===== src/core_pkg.sv =====
// Core widths, opcodes, funct3 codes, ALU operations and stage payload types
package core_pkg;

  // Datapath and register index widths
  localparam int xlen      = 32;
  localparam int reg_idx_w = 5;

  // Instruction store geometry, in words
  localparam int imem_depth  = 64;
  localparam int imem_addr_w = 6;

  typedef logic [xlen-1:0]      word_t;
  typedef logic [reg_idx_w-1:0] reg_idx_t;

  // RV32I opcodes that the core executes
  localparam logic [6:0] opc_op     = 7'b0110011;
  localparam logic [6:0] opc_op_imm = 7'b0010011;

  // funct3 codes shared by register and immediate forms
  localparam logic [2:0] f3_add_sub = 3'b000;
  localparam logic [2:0] f3_xor     = 3'b100;
  localparam logic [2:0] f3_or      = 3'b110;
  localparam logic [2:0] f3_and     = 3'b111;

  typedef enum logic [2:0] {
    alu_add,
    alu_sub,
    alu_and,
    alu_or,
    alu_xor
  } alu_op_e;

  // Raw operation fields handed from decode to the ALU control
  typedef struct packed {
    logic       is_reg;
    logic       funct7_5;
    logic [2:0] funct3;
  } alu_fn_t;

  typedef struct packed {
    word_t pc;
    word_t instr;
  } fetch_pl_t;

  typedef struct packed {
    word_t    opnd_a;
    word_t    opnd_b;
    alu_fn_t  fn;
    reg_idx_t rd;
    logic     reg_write;
  } exec_pl_t;

  typedef struct packed {
    reg_idx_t rd;
    word_t    result;
    logic     reg_write;
  } wb_pl_t;

endpackage


===== src/alu.sv =====
// ALU operation control from funct fields and the integer result
`timescale 1ns/1ps

module alu (
  input  core_pkg::exec_pl_t in_pl,
  output core_pkg::wb_pl_t   out_pl
);

  core_pkg::alu_op_e op;
  core_pkg::word_t   result;

  // SUB only exists in register form
  always_comb
  begin
    case (in_pl.fn.funct3)
      core_pkg::f3_add_sub:
        op = (in_pl.fn.is_reg && in_pl.fn.funct7_5) ? core_pkg::alu_sub : core_pkg::alu_add;
      core_pkg::f3_xor: op = core_pkg::alu_xor;
      core_pkg::f3_or:  op = core_pkg::alu_or;
      core_pkg::f3_and: op = core_pkg::alu_and;
      default:          op = core_pkg::alu_add;
    endcase
  end

  always_comb
  begin
    case (op)
      core_pkg::alu_add: result = in_pl.opnd_a + in_pl.opnd_b;
      core_pkg::alu_sub: result = in_pl.opnd_a - in_pl.opnd_b;
      core_pkg::alu_and: result = in_pl.opnd_a & in_pl.opnd_b;
      core_pkg::alu_or:  result = in_pl.opnd_a | in_pl.opnd_b;
      core_pkg::alu_xor: result = in_pl.opnd_a ^ in_pl.opnd_b;
      default:           result = '0;
    endcase
  end

  assign out_pl.rd        = in_pl.rd;
  assign out_pl.result    = result;
  assign out_pl.reg_write = in_pl.reg_write;

endmodule


===== config.mk =====
export PLATFORM = sky130hd
export DESIGN_NAME = alu
export DESIGN_NICKNAME = d
export VERILOG_FILES = /design/src/core_pkg.sv /design/src/alu.sv
export SDC_FILE = /design/constraint.sdc
export NUM_CORES = 1
export LEC_CHECK = 0
export ABC_CLOCK_PERIOD_IN_PS = 4290
export CORE_MARGIN = 2
export CORE_UTILIZATION = 50
export DETAILED_ROUTE_END_ITERATION = 12
export DONT_BUFFER_PORTS = 1
export PLACE_DENSITY = 0.78
export SYNTH_ARGS = -nofsm -noshare
export SYNTH_HDL_FRONTEND = slang
export SYNTH_SLANG_ARGS = --single-unit

===== constraint.sdc =====
create_clock -name vclk -period 4.29
set_input_delay 0.429 -clock vclk [all_inputs]
set_output_delay 0.429 -clock vclk [all_outputs]
set_load 0.05 [all_outputs]

* After elaboration in Yosys (flattened, before gate mapping)
Cells that the tools add are included.
Cells by class: $add $sub $neg 2, equal/unequal tests 7, mux-type cells 3, bitwise operators 3, reductions and logical operators 3
Operators with widths (count):
- $pmux W32 S5 | 1
- $add A32 B32 Y32 | 1
- $and A32 B32 Y32 | 1
- $or A32 B32 Y32 | 1
- $sub A32 B32 Y32 | 1
- $xor A32 B32 Y32 | 1
- $eq A3 B3 Y1 const B | 4
- $pmux W3 S4 | 1
- $eq A3 B2 Y1 const B | 2
- $logic_not A3 Y1 | 2
- $eq A3 B1 Y1 const B | 1
- $logic_and A1 B1 Y1 | 1
- $mux W1 | 1
Word-level totals: register bits 0, output and inout bits 38, logic and storage cells 18

* Logic depth before layout (Yosys ltp)
word-level depth 5, mapped depth 16, depth with buffers taken out 15

* Worst setup path before layout
OpenSTA, ideal clock, no wires.
kind input-to-output, from in in_pl[7] (netlist bit), to out out_pl[29] (netlist bit), arrival time 5.022 ns, required time 3.861 ns, slack -1.161 ns, cell stages on the path 12, buffers on the path 2, cell sequence clkbuf_1 nor4_2 clkbuf_1 mux2i_1 fa_1 a21o_1 a311o_1 a221oi_2 o31a_1 o211ai_1 nand3_1 o311ai_0
RTL lines:
- from (decl) | RTL line alu.sv:5 | input core_pkg::exec_pl_t in_pl,
- to (decl) | RTL line alu.sv:6 | output core_pkg::wb_pl_t out_pl

==> flow_summary.yaml <==
floorplan:
  dieWidth_um: 98.7
  coreArea_um2: 8720
  start_util_pct: 51.4
  placementRows: 34
  die_h_um: 98.7
  die_area_um2: 9740
  io_pins: 113
routing:
  drt_wl_total_mm: 13.8
  routedWlPerCell_um: 17.0
  dr.pass1.iters: 5
  vias_per_cell: 6.10
  drc_errors: 0
  drt_iter0_drc: 311
  drtAntennaViolNets: 0
  num_vias: 4951
sta:
  slew_violations: 0
  tightest_slew_ns: 1.22
  max_freq_mhz: 240
  slew_headroom_pct: 18.7
  fin_crit_sh_pct: 96.9
  hold_viol_final: 0
  min_period_ns: 4.16
  setup_violations: 0
  timing.hold.ws_ns: 0.858
clock_tree:
  hold_buffers: 0
synthesis:
  syn_area_per_cell_um2: 6.56
  yosys_warnings: 0
  netlist_instances: 683
  yosysMostFrequentCell: "ha_1"
  ys_types: 60
  synth_top_area_share_pct: 26.8
  synth_nets: 855
  synthesis.area_um2: 4480
  synth_largest_area_cell: "ha_1"
  synth_common_cells: "ha_1, nand2_1, inv_1"
  synth_area_leaders: "ha_1, o21ai_0, xnor2_1, nand2_1, inv_1"
  ys_seq_area_share_pct: 0
pwr:
  p_per_area_nw_per_um2: 186
  power_uw: 940
  ir_drop_uv: 136
  power_leakage_nw: 2.42
cells_and_area:
  nNetsFinal: 878
  seq_cells: 0
  multi_input_area_um2: 4080
  clkbuf_count: 0
  drive_above_1_share_pct: 11.4
  synthToLayoutAreaGrowth_pct: 12.7
  ff_latch_area_um2: 0
  num_antenna_cells: 0
  fillers: 813
critical_path:
  path_class: "in -> out"
  worst_path_largest_cell_delay_ns: 0.75
  startpoint_type: "input pin"
  arrival_ns: 3.73
  critPathBufInv: 2
  crit_path_frequent_cell: "buf_4"
  cp_slowest_cell: "or4_1"
  crit_cells: 13
  critPathLaunch: "in_pl[6]"
  critPathCaptureType: "output pin"
  crit_chain: "or4_1 > nand2_1 > xnor2_1 > ha_1 > o21ai_0 > o21ai_1 > a221oi_2 > o31a_1 > o211ai_1 > buf_4 > a31o_2 > o311ai_2 > buf_4"
  critPathRequiredTime_ns: 3.86
  worstPathMaxFanout: 39
  crit_family: "compound AO/OA/AOI/OAI gates"
min_path:
  worstHoldPathCells: 0
  holdCritStartpoint: "in_pl[0]"
  hold_path_end: "out_pl[0]"
  hold_path.class: "in -> out"
placed_design:
  numPortBuffers: 0
  dpl.hpwl_mm: 10.9
  place_congestion: 0.949
global_routing:
  antenna_found_initial: 0
  grt_overflow: 0
  grt_pass1_wl_mm: 22.2
  grt_max_degree: 65
  grt_pass1_vias: 4746
  grt_use_total_pct: 26.6
run_status:
  status: "finished clean"
run:
  max_cap_viol_count: 0
==> worst max-delay path by stage <==
stage,end,slack (ns)
finish,out_pl[29],0.13
CTS,out_pl[29],0.006
floorplan,out_pl[28],0.006
global route,out_pl[28],-0.04
global placement,out_pl[28],-0.02
detailed placement,out_pl[28],-0.02
==> per-stage QoR <==
step	setup WS [ns]	cell area [um^2]	util (%)	TNS, ns	instances
6_report	0.132	5050	57.9	0	812
5_1_grt	-0.0441	5050	57.9	-0.0790	812
4_1_cts	0.00587	5000	57.3	0	808
3_5_place_dp	-0.0155	4980	57.1	-0.0155	807
3_3_place_gp	-0.0161	4980	57.1	-0.0161	807
2_1_floorplan	0.00650	4530	-	0	683
==> kinds of logic (layout without fill, tap and decap cells) <==
family | Yosys count | in the layout | share of synthesized area (%)
multiplexers | 11 | 11 | 2.46
AO/OA/AOI/OAI | 215 | 215 | 29.8
XOR/XNOR | 53 | 53 | 10.4
adder cells (fa/ha/maj) | 97 | 97 | 27.2
buffers and inverters | 120 | 141 | 10.7
AND/OR/NAND/NOR | 187 | 187 | 19.4
==> cell usage in the layout (no fill, tap or decap), drive strengths merged, types with 2 or more instances in the layout <==
cell / netlist / layout
inv: 82 / 82
nand4: 12 / 12
o31ai: 4 / 4
a21o: 14 / 14
o21a: 7 / 7
nand3: 12 / 12
o41ai: 2 / 2
a311o: 2 / 2
o31a: 2 / 2
nand2: 86 / 86
and2: 4 / 4
nor4: 6 / 6
nor3: 6 / 6
a21boi: 3 / 3
o22ai: 6 / 6
a31oi: 11 / 11
nor2b: 2 / 2
and3: 4 / 4
xor2: 10 / 10
a221oi: 2 / 2
or4: 4 / 4
a41oi: 2 / 2
a21oi: 47 / 47
ha: 96 / 96
or3: 4 / 4
xnor2: 43 / 43
o2111ai: 3 / 3
a22oi: 4 / 4
nor2: 37 / 37
nand3b: 3 / 3
o221ai: 3 / 3
buf: 9 / 59
o211ai: 7 / 7
mux2i: 11 / 11
nand2b: 5 / 5
o21ai: 80 / 80
a211oi: 6 / 6
==> power by group <==
group	switching, mW	total (mW)	internal, mW
sequential	0	0	0
clock	0	0	0
combinational	0.582	0.940	0.358
==> per-layer routing <==
| metal | wire (um) | vias to the layer above | share of wire [%] | GRT usage (%) |
|---|---|---|---|---|
| li1 | - | 2447 | - | - |
| met1 | 6020 | 2276 | 44 | 34.8 |
| met2 | 6440 | 202 | 47 | 46.0 |
| met3 | 1050 | 26 | 7.6 | 3.40 |
| met4 | 297 | 0 | 2.2 | 7.38 |
| met5 | 0 | - | 0 | 0 |
==> repair_timing <==
item	4_1_cts	5_1_grt
endpoints found under the setup margin	2	11
gates resized for setup	1	7
pin swaps	1	4
buffers inserted	1	4
==> cell type report <==
| cell class | count | share of cell area (%) |
|---|---|---|
| inverter | 82 | 6.09 |
| multi-input combinational | 563 | 80.7 |
| tap | 108 | 2.67 |
| timing repair buffer | 59 | 10.5 |
No activity file was read; power rests on OpenSTA's default activity.
