--- src/core_pkg.sv ---
// Core widths, opcodes, funct3 codes, ALU operations and stage payload types
package core_pkg;

  // Datapath and register index widths
  localparam int xlen      = 32;
  localparam int reg_idx_w = 5;

  // Instruction store geometry, in words
  localparam int imem_depth  = 64;
  localparam int imem_addr_w = 6;

  typedef logic [xlen-1:0]      word_t;
  typedef logic [reg_idx_w-1:0] reg_idx_t;

  // RV32I opcodes that the core executes
  localparam logic [6:0] opc_op     = 7'b0110011;
  localparam logic [6:0] opc_op_imm = 7'b0010011;

  // funct3 codes shared by register and immediate forms
  localparam logic [2:0] f3_add_sub = 3'b000;
  localparam logic [2:0] f3_xor     = 3'b100;
  localparam logic [2:0] f3_or      = 3'b110;
  localparam logic [2:0] f3_and     = 3'b111;

  typedef enum logic [2:0] {
    alu_add,
    alu_sub,
    alu_and,
    alu_or,
    alu_xor
  } alu_op_e;

  // Raw operation fields handed from decode to the ALU control
  typedef struct packed {
    logic       is_reg;
    logic       funct7_5;
    logic [2:0] funct3;
  } alu_fn_t;

  typedef struct packed {
    word_t pc;
    word_t instr;
  } fetch_pl_t;

  typedef struct packed {
    word_t    opnd_a;
    word_t    opnd_b;
    alu_fn_t  fn;
    reg_idx_t rd;
    logic     reg_write;
  } exec_pl_t;

  typedef struct packed {
    reg_idx_t rd;
    word_t    result;
    logic     reg_write;
  } wb_pl_t;

endpackage

--- src/instr_mem.sv ---
// Instruction store with a program load port and asynchronous read
`timescale 1ns/1ps

module instr_mem (
  input  logic                                clk,
  input  logic                                rst,
  input  logic                                we,
  input  logic [core_pkg::imem_addr_w-1:0]    waddr,
  input  core_pkg::word_t                     wdata,
  input  logic [core_pkg::imem_addr_w-1:0]    raddr,
  output core_pkg::word_t                     rdata
);

  core_pkg::word_t mem [core_pkg::imem_depth];

  // All-zero words decode as no-ops after reset
  always_ff @(posedge clk)
  begin
    if (rst)
    begin
      for (int i = 0; i < core_pkg::imem_depth; i++)
      begin
        mem[i] <= '0;
      end
    end
    else if (we)
    begin
      mem[waddr] <= wdata;
    end
  end

  // Fetch sees the word in the same cycle
  assign rdata = mem[raddr];

endmodule

--- config.mk ---
export PLATFORM = sky130hd
export DESIGN_NAME = instr_mem
export DESIGN_NICKNAME = d
export VERILOG_FILES = /design/src/core_pkg.sv /design/src/instr_mem.sv
export SDC_FILE = /design/constraint.sdc
export NUM_CORES = 2
export LEC_CHECK = 0
export BUFFER_PORTS_ARGS = -buffer_cell sky130_fd_sc_hd__buf_2
export CAP_MARGIN = 5
export CORE_AREA = 3 3 407 409
export CTS_CLUSTER_DIAMETER = 30
export DETAILED_ROUTE_END_ITERATION = 8
export DIE_AREA = 0 0 410 412
export HOLD_SLACK_MARGIN = 0.06
export PLACE_DENSITY = 0.8
export SYNTH_ARGS = -nofsm -noshare
export SYNTH_HDL_FRONTEND = slang
export SYNTH_SLANG_ARGS = --single-unit
--- constraint.sdc ---
create_clock -name clk -period 2.2 [get_ports clk]
set_input_delay 0.22 -clock clk [delete_from_list [all_inputs] [get_ports clk]]
set_output_delay 0.22 -clock clk [all_outputs]
set_load 0.02 [all_outputs]
== Word-level counts from Yosys, hierarchy flattened ==
Memory sizes are Yosys's and may differ from the RTL's.
Index checks and enable logic that the tools add are counted.
Widths: inputs -> output; s select.
Word-level totals
  input port bits: 47
  output and inout bits: 32
  memories kept: 1
  logic and storage cells: 10
  bits in registers: 0
  memory bits (writable): 2048
Memory list
  mem: words 64, bits a word 32, rd ports 1, clocked after memory_dff 0, write ports 64, line instr_mem.sv:14  | core_pkg::word_t mem [core_pkg::imem_depth];
Operators by class
  mux-type cells: 8
  reduce and logical (&&, ||, !) cells: 1
Operators with widths (count)
  $mux 32: 1
  $reduce_or 32->1: 1
  $mux 1: 6
  $mux 6: 1

== Longest topological paths before layout ==
  depth after elaboration: 5
  mapped depth: 10
  depth with buffers taken out: 5

== Least setup slack after synthesis ==
Ideal clock, no wire load.
  path type: in2out
  from: in raddr[0] in the netlist's numbering
  to: out rdata[18]
  path buffers: 2
  slack: -0.109 ns
  arrival: 2.089 ns
  stages on the path: 6
  required time: 1.980 ns
  cell sequence: buf_6 -> buf_2 -> mux4_2 -> a221oi_1 -> nor3_1 -> or4_1
On the way
  longest elaborated chain between the ends: 1
RTL lines
  start: declaration: line instr_mem.sv:10  | input logic [core_pkg::imem_addr_w-1:0] raddr,
  $mem_v2 64x32
  end: declaration: line instr_mem.sv:11  | output core_pkg::word_t rdata
Every way passes these cells.

== Worst setup path in the final report ==
  from: mem mem[8][27] in the netlist's numbering
  to: out rdata[27]
On the way
  longest elaborated chain between the ends: 1
RTL lines (line)
  start: declaration: instr_mem.sv:14
  $mem_v2 64x32
Every way passes these cells.

==> key figures <==
Floorplanning
  • Initial Util: 0.5683
  • Core ar.: 162,400 um2
  • Row count: roughly 150
  • Ports: between 70 and 80
  • Die span in y: 412 um
  • Die Width: just over 400 um
  • Full die area: 168,900 um2

CTS
  • Sink Count: 2,048
  • Num CTS Buffers: between 300 and 400
  • CTS Buffer Depth: 4
  • TritonCTS clock tree: done
  • Setup Buffers After CTS: 0
  • Reg clk slew, reported paths: approximately 0.05 ns
  • H-tree depth: 5
  • CTS Root Cell: clkbuf_16

Finish
  • Max reg flops: 2,048
  • Layout cells sized above 1: 0.3251
  • Biggest regs: mem x2048
  • Nets: 6,471
  • Register area: 61,500 um2
  • Most common cell after layout, fill and taps aside: and2_1
  • Area grow syn2layout: 24.89%
  • Biggest register: mem
  • Commonest non-fill, non-tap cells in the layout: and2_1 (2,050), edfxtp_1 (2,048), mux4_2 (515)
  • Multi-input gate area: 29,840 um2
  • Fill cell count: 8,955

STA
  • Setup violators final: 32
  • Hold slack: around 0.15 ns
  • Fin crit period: 3.539 ns
  • Period utilization: 1.609
  • Post-Route Setup TNS: -29.99 ns
  • Max Clk Rate: 0.2825 GHz
  • Slew Limit Fails: 0
  • Final Hold Fails: 0
  • Final worst slack: -1.339 ns
  • Slew headroom: 0.07694
  • RSZ-0062 raised after global routing: yes
  • Least-Margin Pin Slew: 1.385 ns

Worst setup path
  • Critical path required time: 1.98 ns
  • Crit path kind: reg2out
  • CP Launch Point: mem[8][27]
  • Crit. End Element: output port
  • CP Launch Type: register
  • Crit-path max FO: 1
  • Worst path arrival time: 3.32 ns

Global route
  • Vias in the first global route: 60,850
  • Largest net degree at the start of global routing: 65
  • GRT Total Usage: 0.3446
  • First-pass GRT wire length: 417,900 um
  • Remaining Overflow, GRT: 0
  • Initial antenna violation count: 21

Drt
  • Total detailed-routing wirelength: about 300,000 um
  • 1st-iter DRT viols: between 10,000 and 15,000
  • Total number of vias: 58,732
  • 1st-pass router iterations: 8
  • Routed WL per cell: between 30 and 40 um
  • Via density: 6.595
  • Detail Route Antenna Nets: 0
  • # DRC: 0

Logic synthesis
  • Synth async-reset ratio: 0
  • Mapped Area: ~90,000 um2
  • Synthesized Nets: 5,898
  • Netlist cell types: 44
  • Synth Area per Inst: ~16 um2
  • Post-synth EDFFs: 2,048
  • Top_reg_cell synth: edfxtp_1
  • Sequential area share after synthesis: 0.6664
  • Yosys warning count: 0
  • Synth Instances: 5,851
  • Yosys reg bits: 2,048

Power
  • P_sw: approximately 26 mW
  • P_leak: 41.18 nW
  • P_int: 86.01 mW
  • Clock Power Share: 0.514
  • Worst-case vdd ir drop: 0.9520 mV
  • Sw frac: 0.2325
  • Logic pwr share: 0.079
  • Sequential Power Share: 0.407
  • Cell Pwr Density: 972.3 nW/um2

Place
  • Port Buffer Count: 78
  • Placer Congestion: 0.9127
  • Dpl hpwl: around 170,000 um

Hold path
  • Worst hold endpoint: mem[34][3]
  • HP Class: in2reg
  • Hold depth: 4
  • Hold_sp: waddr[0]

Run status
  • Status: complete, but fails checks
  • Violated checks: negative setup slack

Flow run
  • Max Cap Viol: 0
==> final cells by class <==
cell class | count | share of cell area
Inverter | 1 | 0.00003257
Antenna cell | 9 | 0.0001954
Multi-Input combinational cell | 3198 | 0.2589
Clock buffer | 423 | 0.08538
Clock inverter | 258 | 0.02387
Timing Repair Buffer | 793 | 0.07443
Tap cell | 2175 | 0.02361
Sequential cell | 2048 | 0.5336
==> repair_timing <==
item | CTS | global route
hold endpoints to repair | 1518 | 0
setup endpoints to repair | 32 | 32
hold buffers | 31 | 0
pin swaps | 57 | 27
resized for setup | 249 | 49
==> through the flow <==
step / cells / util / total power [mW] / setup WS, ns / area [um2]
CTS: 8901 / 0.7082 / 111.5 / -1.331 / 115000
global placement: 8205 / 0.6216 / 53.79 / -1.454 / 100900
global route: 8898 / 0.7096 / 114.1 / -1.377 / 115200
floorplan: 5851 / - / 49.96 / -0.004659 / 92360
detailed placement: 8205 / 0.6216 / 54.07 / -1.149 / 101000
finish: 8905 / 0.7097 / 112.1 / -1.339 / 115300
==> how the worst max path moves through the flow <==
stage                     slack [ns]  cells past startpoint   endpoint
after CTS                      -1.33                      7  rdata[27]
after global routing           -1.38                      7  rdata[27]
after detailed placement       -1.15                     10   rdata[0]
final                          -1.34                      7  rdata[27]
after global placement         -1.45                      9   rdata[5]
after floorplan               -0.005                      7   rdata[0]
==> power by group through the flow <==
stage	Combinational (mW)	Clock, mW	Sequential (mW)
floorplan	3.99	0	46.0
global placement	7.72	0	46.1
detailed placement	7.83	0	46.2
CTS	8.40	57.5	45.6
global route	8.91	59.5	45.8
finish	8.85	57.6	45.6
==> layer usage <==
| layer | part of all wire | up-vias | track usage |
|---|---|---|---|
| met4 | 0.078 | 8 | 0.2374 |
| met5 | 0.0012 | - | 0.006034 |
| li1 | - | 22904 | - |
| met2 | 0.47 | 5227 | 0.5362 |
| met1 | 0.31 | 29350 | 0.4128 |
| met3 | 0.14 | 1243 | 0.1080 |
==> cell families (layout without fill, tap and decap cells) <==
logic type,Yosys count,after routing,share of synthesized area
and+or+nand+nor,2381,2381,0.1577
DFF,2048,2048,0.6664
buffers and inverters,605,1475,0.02741
muxes,527,527,0.1270
AOI/OAI and AO/OA,290,290,0.02153
other,0,9,0
==> Yosys cell counts, types with 2 or more instances <==
| cell type | n | area share |
|---|---|---|
| and2_1 | 2050 | 0.14 |
| edfxtp_1 | 2048 | 0.67 |
| mux4_2 | 515 | 0.13 |
| clkbuf_1 | 477 | 0.019 |
| o22ai_1 | 125 | 0.0085 |
| nor2_1 | 98 | 0.0040 |
| or2_2 | 69 | 0.0047 |
| nor3_1 | 47 | 0.0025 |
| buf_2 | 42 | 0.0023 |
| buf_1 | 41 | 0.0017 |
| buf_4 | 36 | 0.0029 |
| a22oi_1 | 33 | 0.0027 |
| nor2b_1 | 28 | 0.0019 |
| a21oi_1 | 25 | 0.0014 |
| nand2_1 | 22 | 0.00089 |
| a211oi_1 | 20 | 0.0016 |
| o21ai_0 | 20 | 0.0011 |
| a221oi_1 | 19 | 0.0018 |
| nor4_1 | 19 | 0.0013 |
| o22a_1 | 19 | 0.0018 |
| a22o_1 | 15 | 0.0014 |
| nand3_1 | 13 | 0.00070 |
| nand2b_1 | 12 | 0.00081 |
| mux2i_1 | 8 | 0.00087 |
| nand3b_1 | 8 | 0.00065 |
| o221ai_1 | 6 | 0.00057 |
| buf_6 | 5 | 0.00061 |
| mux2_2 | 4 | 0.00049 |
| or4_1 | 4 | 0.00033 |
| a31oi_1 | 3 | 0.00020 |
| buf_8 | 3 | 0.00049 |
| nand4b_1 | 2 | 0.00019 |
| nor3b_1 | 2 | 0.00016 |
| or3_1 | 2 | 0.00014 |
| or3b_2 | 2 | 0.00019 |
==> worst max-delay path: stages (launching register included) <==
cell and delay, ns:
edfxtp_1 0.39, mux4_2 0.50, a22o_1 0.26, a221oi_2 0.28, buf_4 0.22, nor3_2 0.04, or4_4 0.55, buf_6 0.16
Note: power is estimated with default switching activity, not from simulation.
