$ cat config.mk
export PLATFORM = sky130hd
export DESIGN_NAME = register_file_flat
export DESIGN_NICKNAME = d
export VERILOG_FILES = /design/src/core_pkg.sv /design/src/rf_if.sv /design/src/register_file.sv /design/src/flat_wrapper.sv
export SDC_FILE = /design/constraint.sdc
export NUM_CORES = 2
export LEC_CHECK = 0
export BUFFER_PORTS_ARGS = -buffer_cell sky130_fd_sc_hd__buf_2
export CORE_AREA = 2 2 473 475
export CTS_CLUSTER_DIAMETER = 120
export CTS_CLUSTER_SIZE = 28
export DETAILED_ROUTE_END_ITERATION = 6
export DIE_AREA = 0 0 475 477
export PLACE_DENSITY = 0.39
export SYNTH_ARGS = -nofsm -noshare
export SYNTH_HDL_FRONTEND = slang
export SYNTH_SLANG_ARGS = --single-unit
$ cat constraint.sdc
create_clock -name clk -period 3 [get_ports clk]
set_input_delay 0 -clock clk [delete_from_list [all_inputs] [get_ports clk]]
set_output_delay 0 -clock clk [all_outputs]
set_load 0.05 [all_outputs]
$ cat src/core_pkg.sv
// Core widths, opcodes, funct3 codes, ALU operations and stage payload types
package core_pkg;

  // Datapath and register index widths
  localparam int xlen      = 32;
  localparam int reg_idx_w = 5;

  // Instruction store geometry, in words
  localparam int imem_depth  = 64;
  localparam int imem_addr_w = 6;

  typedef logic [xlen-1:0]      word_t;
  typedef logic [reg_idx_w-1:0] reg_idx_t;

  // RV32I opcodes that the core executes
  localparam logic [6:0] opc_op     = 7'b0110011;
  localparam logic [6:0] opc_op_imm = 7'b0010011;

  // funct3 codes shared by register and immediate forms
  localparam logic [2:0] f3_add_sub = 3'b000;
  localparam logic [2:0] f3_xor     = 3'b100;
  localparam logic [2:0] f3_or      = 3'b110;
  localparam logic [2:0] f3_and     = 3'b111;

  typedef enum logic [2:0] {
    alu_add,
    alu_sub,
    alu_and,
    alu_or,
    alu_xor
  } alu_op_e;

  // Raw operation fields handed from decode to the ALU control
  typedef struct packed {
    logic       is_reg;
    logic       funct7_5;
    logic [2:0] funct3;
  } alu_fn_t;

  typedef struct packed {
    word_t pc;
    word_t instr;
  } fetch_pl_t;

  typedef struct packed {
    word_t    opnd_a;
    word_t    opnd_b;
    alu_fn_t  fn;
    reg_idx_t rd;
    logic     reg_write;
  } exec_pl_t;

  typedef struct packed {
    reg_idx_t rd;
    word_t    result;
    logic     reg_write;
  } wb_pl_t;

endpackage

$ cat src/rf_if.sv
// Register file bus with two read ports, one write port and their modports
`timescale 1ns/1ps

interface rf_if;
  core_pkg::reg_idx_t rd_idx_1;
  core_pkg::reg_idx_t rd_idx_2;
  core_pkg::word_t    rd_data_1;
  core_pkg::word_t    rd_data_2;
  logic               wr_en;
  core_pkg::reg_idx_t wr_idx;
  core_pkg::word_t    wr_data;

  modport decoder (
    output rd_idx_1, rd_idx_2,
    input  rd_data_1, rd_data_2
  );

  modport regfile (
    input  rd_idx_1, rd_idx_2, wr_en, wr_idx, wr_data,
    output rd_data_1, rd_data_2
  );
endinterface

$ cat src/register_file.sv
// Register file of 32 words, x0 tied to zero, with write-through reads
`timescale 1ns/1ps

module register_file (
  input  logic clk,
  input  logic rst,
  rf_if.regfile rf
);

  core_pkg::word_t regs [2**core_pkg::reg_idx_w];

  function automatic core_pkg::word_t read_port(core_pkg::reg_idx_t idx);
    core_pkg::word_t val;
    if (idx == '0)
      val = '0;
    else if (rf.wr_en && rf.wr_idx == idx)
      val = rf.wr_data;
    else
      val = regs[idx];
    return val;
  endfunction

  always_ff @(posedge clk)
  begin
    if (rst)
    begin
      for (int i = 0; i < 2**core_pkg::reg_idx_w; i++)
      begin
        regs[i] <= '0;
      end
    end
    else if (rf.wr_en && rf.wr_idx != '0)
    begin
      regs[rf.wr_idx] <= rf.wr_data;
    end
  end

  // Same-cycle write is visible to decode
  always_comb
  begin
    rf.rd_data_1 = read_port(rf.rd_idx_1);
    rf.rd_data_2 = read_port(rf.rd_idx_2);
  end

endmodule

$ cat src/flat_wrapper.sv
// flat-port wrapper written by rule: the top's interface ports become plain ports
module register_file_flat 
  (clk, rst, rf_rd_idx_1, rf_rd_idx_2, rf_wr_en, rf_wr_idx, rf_wr_data, rf_rd_data_1, rf_rd_data_2);
  rf_if rf_i ();
  input  logic clk;
  input  logic rst;
  input wire logic [$bits(rf_i.rd_idx_1)-1:0] rf_rd_idx_1;
  input wire logic [$bits(rf_i.rd_idx_2)-1:0] rf_rd_idx_2;
  input wire logic [$bits(rf_i.wr_en)-1:0] rf_wr_en;
  input wire logic [$bits(rf_i.wr_idx)-1:0] rf_wr_idx;
  input wire logic [$bits(rf_i.wr_data)-1:0] rf_wr_data;
  output wire logic [$bits(rf_i.rd_data_1)-1:0] rf_rd_data_1;
  output wire logic [$bits(rf_i.rd_data_2)-1:0] rf_rd_data_2;
  assign rf_i.rd_idx_1 = rf_rd_idx_1;
  assign rf_i.rd_idx_2 = rf_rd_idx_2;
  assign rf_i.wr_en = rf_wr_en;
  assign rf_i.wr_idx = rf_wr_idx;
  assign rf_i.wr_data = rf_wr_data;
  assign rf_rd_data_1 = rf_i.rd_data_1;
  assign rf_rd_data_2 = rf_i.rd_data_2;
  register_file u_core (.clk(clk), .rst(rst), .rf(rf_i));
endmodule
Yosys cells after proc, flatten, opt, wreduce, memory -nomap -nowiden
Memories as Yosys holds them, arrays and structs flattened.
Cells that the tools add are included.
Widths: inputs -> output; s select.
- bits in writable memories: 1024
- output and inout bits: 64
- memories kept: 1
- logic and storage cells: 22
- flip-flop bits (word level): 0
- bits of input ports: 50
- memories (memory ; words ; width ; read ports ; clocked after Yosys merged registers in ; write ports ; line ; RTL):
    u_core.regs ; 32 ; 32 ; 2 ; 0 ; 32 ; register_file.sv:10 ; core_pkg::word_t regs [2**core_pkg::reg_idx_w];
- muxes and demuxes: 12
- reductions and logical operators: 7
- equal/unequal tests: 2
- operator list (kind ; number):
    $mux 32 ; 5
    $reduce_or 32->1 ; 1
    $eq 5x5->1 ; 2
    $logic_not 5->1 ; 2
    $mux 1 ; 6
    $mux 5 ; 1
    $reduce_bool 5->1 ; 1
    $logic_and 1x1->1 ; 3

Longest topological paths before layout
- depth in word-level cells: 7
- gate-level depth with buffers: 10
- mapped depth without buffers: 5

Worst setup path before layout
Ideal clock, no wire load.
- kind: input to output
- start: in rf_rd_idx_1[0]
- end: out rf_rd_data_1[16]
- path slack: 0.888 ns
- data arrival time: 2.112 ns
- data required time: 3.000 ns
- stages on the path: 10
- buffers on the path: 6
- cells stage by stage: buf_4 > buf_6 > buf_8 > buf_8 > buf_6 > buf_6 > mux2i_1 > a22oi_1 > o2111ai_1 > a21oi_1
- cells in the longest elaborated chain, start to end: 4
- elaborated cells on any way between the ends: 6
- those cells by class: eq/ne (1); mux (2); reduce/logical (2); memory (1)
- ends and longest elaborated chain (element ; line ; RTL):
    from (decl) ; flat_wrapper.sv:7 ; input wire logic [$bits(rf_i.rd_idx_1)-1:0] rf_rd_idx_1;
    branches (longest 3 deep; another with $mem_v2 32x32) ; - ;
    $mux 32 (*) ; register_file.sv:14 ; if (idx == '0)
    to (decl) ; flat_wrapper.sv:12 ; output wire logic [$bits(rf_i.rd_data_1)-1:0] rf_rd_data_1;
Every way passes the cells marked *.

==> flow_summary.yaml <==
run_status:
  status: "finished clean"
clock_tree:
  cts_setup_buffers: 0
  cts_tree: "done"
  numCtsBuffers: 44
  clkTransAtPathRegs_ns: 0.13
  root_buffer: "clkbuf_16"
  htree_num_levels: 2
  cts_max_path_buffers: 3
  clkSinkCount: 1024
routing:
  drt-initial-drc-count: 4813
  route.detailed.wl_per_inst_um: 37.7
  drc_errors: 0
  routed_wl_um: 257000
  route.antenna.remaining_nets: 0
  viasPerCell: 5.29
  firstDrtPassIters: 5
  vias: 36100
global_routing:
  grt_overflow_total: 0
  grt_use_total: 0.223
  grt_pass1_vias: 35900
  grt_pass1_wl_um: 342000
  grt_max_degree: 56
  antenna_found_initial: 40
finish:
  drive_gt1_frac: 0.262
  nFillCells: 22100
  top_register: "u_core.regs"
  seq_area_sq_mm: 0.0307
  final_nets: 3866
  syn_to_final_growth_pct: 15.1
  multi_input_area_sq_mm: 0.0228
  utilization: 0.286
  largest_reg_flops: 1024
  reg_top3: "u_core.regs: 1024 flops"
power_and_ir_drop:
  p_per_area_mw_per_mm2: 485
  power_mw: 30.7
  p_leak_nw: 21.3
  peakVddDrop_uv: 387
logic_synthesis:
  syn_inst: 3740
  yosys.cell_types.count: 56
  synth_area_sq_mm: 0.0550
  async_flop_share: 0
  ys_seq_area_frac: 0.559
  synth_edf_count: 1024
  ys.warnings.count: 0
  synth_seq_cells: 1024
  ys.flop_type: "edfxtp_1"
  avgSynthCellArea_sq_um: 14.7
floorplanning:
  ioPinCount: 114
  die_area_sq_mm: 0.227
  dieHeight_um: 477
  coreArea_sq_mm: 0.221
  die_x_um: 475
  rows: 173
  initial_core_util: 0.248
setup_path:
  cp.required_ns: 3.00
  crit_arrival_ns: 2.93
  cp-start-kind: "flip-flop"
  critPathMaxFanout: 2
  crit_type: "reg2out"
  critPathCaptureType: "output pin"
placed_design:
  place.gp.congestion: 0.830
  place_hpwl_um: 156000
  port_buffers: 113
  dpl_worst_slack_ns: 0.175
sta:
  finalMaxSlewViolations: 0
  fin_crit_ns: 2.93
  finalSetupViolations: 0
  tightest_slew_ns: 1.01
  rsz0062_at_grt: "no"
  fmax_mhz: 342
  timing.hold.ws_ns: 0.0360
  relSlewSlack: 0.328
  hold_viol: 0
  fin_crit_sh: 0.976
  finalSetupTns_ns: 0
  fin_ws_ns: 0.0721
worst_hold_path:
  hold_path.class: "in2reg"
flow_run:
  cap_violations: 0
[cell families after synthesis]
logic type / count (synthesis) / synth area share
AOI/OAI and AO/OA: 417 / 0.0584
other: 1 / 0.0000682
muxes: 676 / 0.215
buffers and inverters: 408 / 0.0338
and+or+nand+nor: 1204 / 0.132
DFF: 1024 / 0.559
xor gates and xnor gates: 10 / 0.00159
[power breakdown]
group	switching [mW]	internal, mW	leakage [nW]
combinational	3.59	2.31	11.0
clock	5.01	2.87	0.598
sequential	0.397	16.5	9.75
[through the flow]
step / instances / cell area [sq um]
after detailed placement: 6717 / 61700
after floorplan: 3771 / 55100
after global routing: 6803 / 63200
final: 6819 / 63300
after CTS: 6801 / 63200
after global placement: 6717 / 61700
[critical path: stages (launching register included)]
cell and delay, ns:
edfxtp_1 0.41, mux4_2 0.49, mux2i_1 0.38, nor2_1 0.07, a311oi_1 0.33, a21oi_1 0.18, buf_4 0.20, buf_12 0.15
[Yosys cell counts (all sizes together), types with 16 or more instances]
cell type / n / area share
o221ai: 32 / 0.0051
a22oi: 82 / 0.011
a22o: 32 / 0.0051
mux2: 74 / 0.015
o22ai: 71 / 0.0081
mux4: 398 / 0.16
nor2: 62 / 0.0042
a32o: 16 / 0.0029
nand2: 51 / 0.0035
mux2i: 204 / 0.037
clkbuf: 280 / 0.019
buf: 126 / 0.015
a211oi: 48 / 0.0066
or2: 34 / 0.0039
edfxtp: 1024 / 0.56
a21oi: 36 / 0.0033
and2: 997 / 0.11
a221o: 30 / 0.0055
[placed cells by master (no fill, tap or decap), types with 27 or more instances in the layout]
| cell | count |
|---|---|
| mux2i_1 | 204 |
| conb_1 | 32 |
| nand2_1 | 51 |
| a22o_1 | 32 |
| mux2_2 | 74 |
| mux4_2 | 398 |
| buf_12 | 133 |
| a221o_1 | 30 |
| a22oi_1 | 82 |
| clkbuf_16 | 45 |
| dlygate4sd3_1 | 28 |
| o221ai_1 | 32 |
| nor2_1 | 27 |
| edfxtp_1 | 1024 |
| nor2_4 | 34 |
| a21oi_1 | 35 |
| buf_4 | 187 |
| and2_1 | 996 |
| buf_2 | 53 |
| a211oi_1 | 46 |
| o22ai_1 | 71 |
[per-layer routing]
layer	global-route usage	vias up	routed length, um
li1	-	14500	-
met1	0.317	19600	113000
met2	0.355	1677	119000
met3	0.0284	300	17100
met4	0.0615	2	7690
met5	0	-	13
[worst paths after layout]
path | startpoint | end | slack (ns) | depth (start not counted)
setup / recovery | u_core.regs[23][16] | rf_rd_data_1[16] | 0.07 | 7
hold / removal | rf_wr_data[0] | u_core.regs[1][0] | 0.04 | 2
[timing repair]
item                                    in CTS  in global routing
endpoints found under the hold margin      713                  0
endpoints found under the setup margin       3                  2
gates resized for setup                      3                  2
cloned                                       0                  0
hold buffers                                28                  0
[area by class of cell]
| cell class | count | area share |
|---|---|---|
| antenna | 18 | 0.000712 |
| clock buffer | 47 | 0.0179 |
| clock inverter | 9 | 0.00174 |
| inverter | 2 | 0.000119 |
| multi-input combinational | 2339 | 0.361 |
| sequential | 1024 | 0.486 |
| tap | 2975 | 0.0588 |
| timing repair buffer | 405 | 0.0738 |
(Power assumes the default switching activity.)
