<file path="config.mk">
export PLATFORM = sky130hd
export DESIGN_NAME = fetch_unit
export DESIGN_NICKNAME = d
export VERILOG_FILES = /design/src/core_pkg.sv /design/src/fetch_unit.sv
export SDC_FILE = /design/constraint.sdc
export NUM_CORES = 1
export LEC_CHECK = 0
export ABC_CLOCK_PERIOD_IN_PS = 2400
export BUFFER_PORTS_ARGS = -buffer_cell sky130_fd_sc_hd__buf_2
export CAP_MARGIN = 20
export CORE_MARGIN = 10
export CORE_UTILIZATION = 48
export DETAILED_ROUTE_END_ITERATION = 16
export HOLD_SLACK_MARGIN = 0.08
export PLACE_DENSITY_LB_ADDON = 0.25
export SLEW_MARGIN = 20
export SYNTH_ARGS = -nofsm -noshare
export SYNTH_HDL_FRONTEND = slang
export SYNTH_SLANG_ARGS = --single-unit
</file>
<file path="constraint.sdc">
create_clock -name clk -period 2.4 [get_ports clk]
set_input_delay 0.24 -clock clk [delete_from_list [all_inputs] [get_ports clk]]
set_output_delay 0.24 -clock clk [all_outputs]
set_load 0.02 [all_outputs]
</file>
<file path="src/core_pkg.sv">
// Core widths, opcodes, funct3 codes, ALU operations and stage payload types
package core_pkg;

  // Datapath and register index widths
  localparam int xlen      = 32;
  localparam int reg_idx_w = 5;

  // Instruction store geometry, in words
  localparam int imem_depth  = 64;
  localparam int imem_addr_w = 6;

  typedef logic [xlen-1:0]      word_t;
  typedef logic [reg_idx_w-1:0] reg_idx_t;

  // RV32I opcodes that the core executes
  localparam logic [6:0] opc_op     = 7'b0110011;
  localparam logic [6:0] opc_op_imm = 7'b0010011;

  // funct3 codes shared by register and immediate forms
  localparam logic [2:0] f3_add_sub = 3'b000;
  localparam logic [2:0] f3_xor     = 3'b100;
  localparam logic [2:0] f3_or      = 3'b110;
  localparam logic [2:0] f3_and     = 3'b111;

  typedef enum logic [2:0] {
    alu_add,
    alu_sub,
    alu_and,
    alu_or,
    alu_xor
  } alu_op_e;

  // Raw operation fields handed from decode to the ALU control
  typedef struct packed {
    logic       is_reg;
    logic       funct7_5;
    logic [2:0] funct3;
  } alu_fn_t;

  typedef struct packed {
    word_t pc;
    word_t instr;
  } fetch_pl_t;

  typedef struct packed {
    word_t    opnd_a;
    word_t    opnd_b;
    alu_fn_t  fn;
    reg_idx_t rd;
    logic     reg_write;
  } exec_pl_t;

  typedef struct packed {
    reg_idx_t rd;
    word_t    result;
    logic     reg_write;
  } wb_pl_t;

endpackage

</file>
<file path="src/fetch_unit.sv">
// Program counter with run gating, stall hold and fetch payload assembly
`timescale 1ns/1ps

module fetch_unit (
  input  logic                             clk,
  input  logic                             rst,
  input  logic                             run,
  input  logic                             stall,
  output logic [core_pkg::imem_addr_w-1:0] imem_addr,
  input  core_pkg::word_t                  imem_data,
  output logic                             out_valid,
  output core_pkg::fetch_pl_t              out_pl
);

  core_pkg::word_t pc;
  core_pkg::word_t pc_next;

  // Wrap back to word 0 past the end of the store
  always_comb
  begin
    pc_next = pc + core_pkg::word_t'(4);
    if (pc_next == core_pkg::word_t'(core_pkg::imem_depth * 4))
      pc_next = '0;
  end

  always_ff @(posedge clk)
  begin
    if (rst)
      pc <= '0;
    else if (run && !stall)
      pc <= pc_next;
  end

  // Word address drops the byte offset
  assign imem_addr = pc[core_pkg::imem_addr_w+1:2];

  assign out_valid    = run;
  assign out_pl.pc    = pc;
  assign out_pl.instr = imem_data;

endmodule

</file>
After elaboration in Yosys (flattened, before gate mapping)
Index checks and enable logic that the tools add are counted.
{"block": "totals", "ff_bits": 32, "output_inout_bits": 71, "mem_bits_rw": 0, "mem_bits_ro": 0, "wordCells": 6, "in_bits": 36, "latchBits": 0, "memories": 0}
{"block": "op_classes", "n_shift": 0, "n_mux": 1, "reduce_logical": 2, "eq_ne": 1, "n_lt_le_gt_ge": 0, "n_addsub": 1, "multipliers": 0, "div_mod_pow": 0, "bitwise_logic": 0}
{"operator": "32-bit by 3-bit adder with 32-bit output (second input constant)", "count": 1}
{"operator": "32-bit by 9-bit == test with 1-bit output (second input constant)", "count": 1}
{"operator": "32-bit 2-to-1 mux", "count": 1}
{"operator": "1-bit logical AND", "count": 1}
{"operator": "1-bit zero test", "count": 1}

Depth between registers and ports, before layout
Gate-level depths: netlist (run 1).
{"block": "depth", "ltp_word": 3, "mapped_depth": 9, "depth_no_buf": 8}

Least setup slack after synthesis (run 1)
OpenSTA, ideal clock, no wires.
{"block": "synth_path", "path_kind": "reg-to-reg", "from": "register pc[2]", "to": "register pc[2]", "required_time_ps": 2274, "arrival_time_ps": 2221, "period_less_slack_ps": 2347, "n_path_buf": 0, "setup_time_ps": 126, "path_slack_ps": 53, "stages_incl_launch_ff": 9, "path_cell_list": "dfxtp_1 > ha_1 > nand4_2 > nor3_4 > nand4_1 > a2111oi_2 > nand4_1 > o41ai_2 > nor2_1"}
{"block": "synth_via", "elab_chain_cells": 3}
{"item": "start: declaration", "line_no": "fetch_unit.sv:15", "text": "core_pkg::word_t pc;"}
{"item": "start signal: assignment", "line_no": "fetch_unit.sv:31", "text": "pc <= pc_next;"}
{"item": "32-bit by 3-bit adder with 32-bit output (*)", "line_no": "fetch_unit.sv:21", "text": "pc_next = pc + core_pkg::word_t'(4);"}
{"item": "32-bit by 9-bit == test with 1-bit output", "line_no": "fetch_unit.sv:22", "text": "if (pc_next == core_pkg::word_t'(core_pkg::imem_depth * 4))"}
{"item": "32-bit 2-to-1 mux (*)", "line_no": "fetch_unit.sv:22"}
Every way passes the cells marked *; elsewhere a longest branch is shown, timed or not.
A chain may end at the register's enable or synchronous reset.

Worst setup path after layout (run 1)
{"block": "layout_path", "from": "register pc[3]", "to": "register pc[8]"}
The elaborated chain is that of the path after synthesis.

==> impl_metrics.py, run 1 <==
metrics = {
    "detailed_routing": {
        "drc": 0,
        "first_iter_violations": 125,
        "final_antenna_net_count": 0,
        "drt-vias-per-instance": 5.702,
        "wirelength_um": 6261,
        "routedWlPerCell_um": 16.10,
        "via_count": 2218,
        "drt_pass1_iterations": 4,
    },
    "synth": {
        "synth-seq-cells": 30,
        "syn_area_per_cell_um2": 7.859,
        "synth-async-reset-ratio_pct": 0,
        "syn-cell-area_um2": 2405,
        "synth.most_common_cell": "buf_4",
        "synth_top_cell_area_share_pct": 24.97,
        "synth-main-ff-cell": "dfxtp_1",
        "postSynthCellCount": 306,
        "synth.area.top_cells": "dfxtp_1 25%, buf_4 14%, xnor2_1 7.3%",
        "synth_top_cell_by_area": "dfxtp_1",
        "synth-edff-count": 0,
        "synth.yosys.seq_area_share_pct": 24.97,
        "synth_cell_type_count": 52,
        "synth_warnings": 0,
        "synthTopCellsByCount": "46 x buf_4, 37 x nor2_1, 30 x dfxtp_1, 20 x xnor2_1",
    },
    "clocking": {
        "cts_hold_buf": 0,
        "htree_levels": 2,
        "clock-root-buffer": "clkbuf_8",
        "cts_sinks": 30,
        "cts_made_buffers": 5,
        "clk_latency_ns": 0.29,
        "clk_pin_slew_ns": 0.07,
        "cts_tree": "yes",
        "cts_max_path_buffers": 2,
    },
    "global_routing": {
        "grt_max_degree": 28,
        "gr-total-overflow": 0,
        "grt_pass1_wl_um": 10600,
        "antenna_found_initial": 0,
        "grt_pass1_vias": 2127,
        "track_usage_pct": 15.14,
    },
    "floorplanning": {
        "floorplan.initialDensity_pct": 50.25,
        "boundaryPins": 107,
        "die-area_um2": 8241,
        "rows": 25,
        "core_area_um2": 4786,
        "die_h_um": 90.78,
        "die-width_um": 90.78,
    },
    "worst_setup_path": {
        "criticalPathCategory": "reg2reg",
        "crit_path_top_delay_cell": "o31a_1",
        "cp.arrival_ns": 2.41,
        "crit_fanout": 7,
        "slowest_delay_ns": 0.37,
        "end_kind": "flip-flop",
        "cp-start-kind": "flip-flop",
        "required_ns": 2.57,
        "path_cells": "buf_4 > and4_1 > nand4_2 > o31a_1 > nor4_2 > nand4_1 > o41ai_2 > nor2_1",
    },
    "place": {
        "dp_hpwl_um": 4917,
        "portBuffers": 40,
        "dpl.cell_count": 381,
        "globalplace.congestion": 0.8573,
    },
    "sta": {
        "finalCritPeriodShare_pct": 93.48,
        "hold_viol": 0,
        "setup_tns_ns": 0,
        "slew_viol_final": 0,
        "fmax_ghz": 0.4457,
        "rsz0062_at_grt": "false",
        "finalSetupViolations": 0,
        "min_period_ns": 2.244,
        "fin_skew_ns": 0.007676,
    },
    "power_and_ir_drop": {
        "p_sw_share_pct": 24.27,
        "p_switching_mw": 0.2305,
        "intPower_mw": 0.7193,
        "p_seq_share_pct": 52.9,
        "clockPowerShare_pct": 40.7,
        "power_frac_comb_pct": 6.5,
        "p_per_area_nw_per_um2": 366.6,
        "ir_drop_uv": 284.3,
        "power_leakage_nw": 1.021,
    },
    "layout": {
        "drive_gt1_share_pct": 32.30,
        "instances_no_fill": 389,
        "largest_reg_flops": 30,
        "top_regs": "pc x30",
        "layout.nets": 359,
        "flow.area_growth_from_synthesis_pct": 7.753,
        "antenna_cells": 0,
        "largest-register": "pc",
    },
    "min_path": {
        "hp-class": "in2reg",
    },
    "outcome": {
        "status": "completed",
    },
    "run": {
        "max_cap_viol_count": 0,
    },
}
[power groups by stage]
stage                     clock (mW)  sequential (mW)  combinational [mW]
after floorplan                    0            0.522               0.116
after global placement             0            0.514              0.0610
after detailed placement           0            0.514              0.0613
after CTS                      0.396            0.503              0.0616
after global routing           0.416            0.502              0.0674
final                          0.386            0.502              0.0615
[area by class of cell]
cell class,count,area [um^2]
timing repair buffer,66,395.4
clock buffer,7,76.32
sequential,30,614.3
fill,472,2195
multi-input combinational,216,1410
inverter,3,11.26
tap,67,83.83
[critical path, delay by kind of cell (launching register included)]
kind | cells | cell delay [ns]
simple gates | 5 | 0.90
compound gates | 2 | 0.73
flops | 1 | 0.34
buf+inv | 1 | 0.15
[what timing repair did]
action                     in CTS  in global routing
buffers inserted                0                  1
resized for setup               0                 18
setup endpoints to repair       0                  6
[cell families (layout without fill, tap and decap cells)]
kind of cell | count (synthesis) | after routing | share of synthesized area, %
other cells | 1 | 2 | 0.1559
fa+ha+maj | 1 | 1 | 0.5202
flops | 30 | 30 | 24.97
mux | 1 | 1 | 0.4162
xor+xnor | 32 | 32 | 11.65
buf+inv | 61 | 76 | 17.74
compound gates | 37 | 37 | 11.24
simple gates | 143 | 143 | 33.30
[metrics by stage]
| stage | power [mW] | hold slack (ns) | utilization (%) | setup WS (ns) | instance area (um^2) |
|---|---|---|---|---|---|
| 2_1_floorplan | 0.6379 | 0.4569 | - | 0.05319 | 2409 |
| 3_3_place_gp | 0.5750 | 0.4801 | 51.50 | 0.1238 | 2465 |
| 3_5_place_dp | 0.5756 | 0.4801 | 51.50 | 0.1066 | 2465 |
| 4_1_cts | 0.9611 | 0.2851 | 53.10 | 0.06838 | 2541 |
| 5_1_grt | 0.9859 | 0.2956 | 54.14 | 0.001466 | 2591 |
| 6_report | 0.9498 | 0.2853 | 54.14 | 0.1565 | 2591 |
[placed cells by master (no fill, tap or decap), drive strengths merged, types with 4 or more instances in the layout]
cell type / count
nor2: 38
buf: 66
o31ai: 4
and2: 4
nand2: 19
a21oi: 6
xnor2: 20
clkbuf: 7
nor3: 12
nand4: 22
dfxtp: 30
or3: 7
xor2: 12
nor4: 8
o21ai: 10
nand3: 14
and3: 8
[final timing paths]
path                              from  endpoint  slack [ns]  cells after the start
worst max-delay path             pc[3]     pc[8]        0.16                      8
worst min-delay path               rst     pc[8]        0.29                      4
worst min register to register  pc[12]    pc[12]        0.54                      2
worst max register to register   pc[3]     pc[8]        0.16                      8
[metal layers]
metal | vias up | wire [um] | track usage (%)
li1 | 1083 | - | -
met1 | 1056 | 2883 | 19.09
met2 | 66 | 2765 | 22.48
met3 | 13 | 500 | 5.985
met4 | 0 | 111 | 5.875
met5 | - | 0 | 0
No activity file was read; power rests on OpenSTA's default activity.
==> inputs of run 2 (changes only) <==
--- a/config.mk
+++ b/config.mk
@@ -5,7 +5,7 @@
 export SDC_FILE = /design/constraint.sdc
 export NUM_CORES = 1
 export LEC_CHECK = 0
-export ABC_CLOCK_PERIOD_IN_PS = 2400
+export ABC_CLOCK_PERIOD_IN_PS = 2450
 export BUFFER_PORTS_ARGS = -buffer_cell sky130_fd_sc_hd__buf_2
 export CAP_MARGIN = 20
 export CORE_MARGIN = 10
==> constraint.sdc (replaced) <==
create_clock -name clk -period 2.45 [get_ports clk]
set_input_delay 0.245 -clock clk [delete_from_list [all_inputs] [get_ports clk]]
set_output_delay 0.245 -clock clk [all_outputs]
set_load 0.02 [all_outputs]
==> run 2 against run 1 <==
Net effect: highest routed layer unchanged; cell area is 0.29% higher; combinational power is 2% lower; wire length is 4.5% higher; utilization is 0.16 points higher; via count is 0.27% lower; global-route usage is 0.13 points higher; cell count is 0.77% lower; clock skew is 0.0026 ns lower; non-clock buffer count is 4 lower; total power is 3.3% higher.
==> impl_metrics.py, run 2 (synthesis gave the netlist of run 1 again) <==
metrics = {
    "clocking": {
        "cts_hold_buf": 0,
        "cts_tree": "yes",
        "cts_max_path_buffers": 2,
        "clk_latency_ns": 0.29,
        "clock-root-buffer": "clkbuf_8",
        "cts_sinks": 30,
        "cts_made_buffers": 5,
        "htree_levels": 2,
        "clk_pin_slew_ns": 0.07,
    },
    "worst_setup_path": {
        "crit_fanout": 7,
        "criticalPathCategory": "reg2reg",
        "startpoint": "pc[3]",
        "end_kind": "flip-flop",
        "rr_startpoint": "pc[3]",
        "cp.arrival_ns": 2.50,
        "required_ns": 2.62,
        "cp-start-kind": "flip-flop",
    },
    "floorplanning": {
        "floorplan.initialDensity_pct": 50.25,
        "boundaryPins": 107,
        "die-width_um": 90.78,
        "rows": 25,
        "die_h_um": 90.78,
        "core_area_um2": 4786,
        "die-area_um2": 8241,
    },
    "detailed_routing": {
        "via_count": 2212,
        "dr_wl_met2_um": 3017,
        "drt_pass1_iterations": 4,
        "met3WireLength_um": 580,
        "drt-vias-per-instance": 5.731,
        "final_antenna_net_count": 0,
        "first_iter_violations": 161,
        "routedWlPerCell_um": 16.95,
        "routed.top_layer": "met4",
        "drt-met1-wl_um": 2844,
        "wirelength_um": 6542,
        "drc": 0,
    },
    "sta": {
        "slew_viol_final": 0,
        "fmax_ghz": 0.4279,
        "min_period_ns": 2.337,
        "relSlewSlack_pct": 62.10,
        "setup_ws_ns": 0.1131,
        "tightest_slew_ns": 0.5633,
        "finalCritPeriodShare_pct": 95.38,
        "hold_viol": 0,
        "finalSetupViolations": 0,
        "fin_skew_ns": 0.005098,
    },
    "layout": {
        "layout.nets": 355,
        "layout_commonest_cell": "buf_2",
        "largest_reg_flops": 30,
        "flow.area_growth_from_synthesis_pct": 8.064,
        "largest-register": "pc",
        "antenna_cells": 0,
        "instances_no_fill": 386,
        "final_area_um2": 2599,
        "top_regs": "pc x30",
        "drive_gt1_share_pct": 34.48,
        "final_cell_mix": "40 x buf_2, 37 x nor2_1, 21 x buf_4",
    },
    "place": {
        "dp_hpwl_um": 4903,
        "portBuffers": 40,
        "dpl.cell_count": 374,
        "globalplace.congestion": 0.8622,
        "place_area_um2": 2412,
        "dp_slack_ns": 0.08940,
    },
    "global_routing": {
        "grt_pass1_vias": 2143,
        "antenna_found_initial": 0,
        "grt_max_degree": 28,
        "track_usage_pct": 15.27,
        "gr-total-overflow": 0,
        "grt_pass1_wl_um": 10680,
    },
    "min_path": {
        "hp-class": "in2reg",
        "min_from": "rst",
    },
    "power_and_ir_drop": {
        "ir_drop_uv": 284.3,
        "power_leakage_nw": 1.014,
        "p_per_area_nw_per_um2": 377.5,
    },
    "run": {
        "max_cap_viol_count": 0,
    },
    "outcome": {
        "status": "completed",
    },
}
run 2: area by class of cell:
class | instances | area, um^2
Clock inverter | 1 | 5.005
Timing Repair Buffer | 62 | 369.1
Tap cell | 67 | 83.83
Fill cell | 505 | 2187
Multi-Input combinational cell | 216 | 1421
Inverter | 3 | 11.26
Sequential cell | 30 | 621.8
Clock buffer | 7 | 86.33
run 2: power breakdown:
| part | total [mW] | switching [mW] | internal [mW] |
|---|---|---|---|
| Sequential | 0.495 | 0.00340 | 0.491 |
| Clock | 0.426 | 0.199 | 0.226 |
| Combinational | 0.0605 | 0.0400 | 0.0204 |
| Total | 0.981 | 0.243 | 0.738 |
run 2: stage by stage:
stage | TNS (ns) | hold WS, ns | total power, mW | util [%]
floorplan | 0 | 0.4619 | 0.6249 | -
global placement | 0 | 0.4901 | 0.5624 | 50.41
detailed placement | 0 | 0.4901 | 0.5628 | 50.41
CTS | 0 | 0.3023 | 0.9849 | 52.31
global route | -0.0001135 | 0.3042 | 1.022 | 54.30
finish | 0 | 0.2923 | 0.9811 | 54.30
run 2: repair_timing:
item / in CTS / in global routing
resized for setup: 0 / 28
endpoints found under the setup margin: 0 / 3
buffers inserted: 0 / 4
endpoints found under the hold margin: 0 / 0
run 2: worst max-delay path, cell delays in order, from the launching register on:
cell and delay (ns):
dfxtp_2 0.36, ha_4 0.15, nand4_4 0.16, buf_6 0.16
o31ai_1 0.20, nand4b_1 0.20, a2111oi_2 0.32, nand4_1 0.16
o41ai_2 0.42, nor2_1 0.08
run 2: worst paths after layout:
check             endpoint  slack (ns)  cells after the start
setup / recovery     pc[2]        0.11                      9
hold / removal       pc[2]        0.29                      4
setup reg to reg     pc[2]        0.11                      9
hold reg to reg     pc[26]        0.54                      2
run 2: layer usage:
layer | track usage, % | vias up
li1 | - | 1076
met1 | 17.74 | 1048
met2 | 24.10 | 71
met3 | 6.650 | 17
met4 | 6.005 | 0
met5 | 0 | -
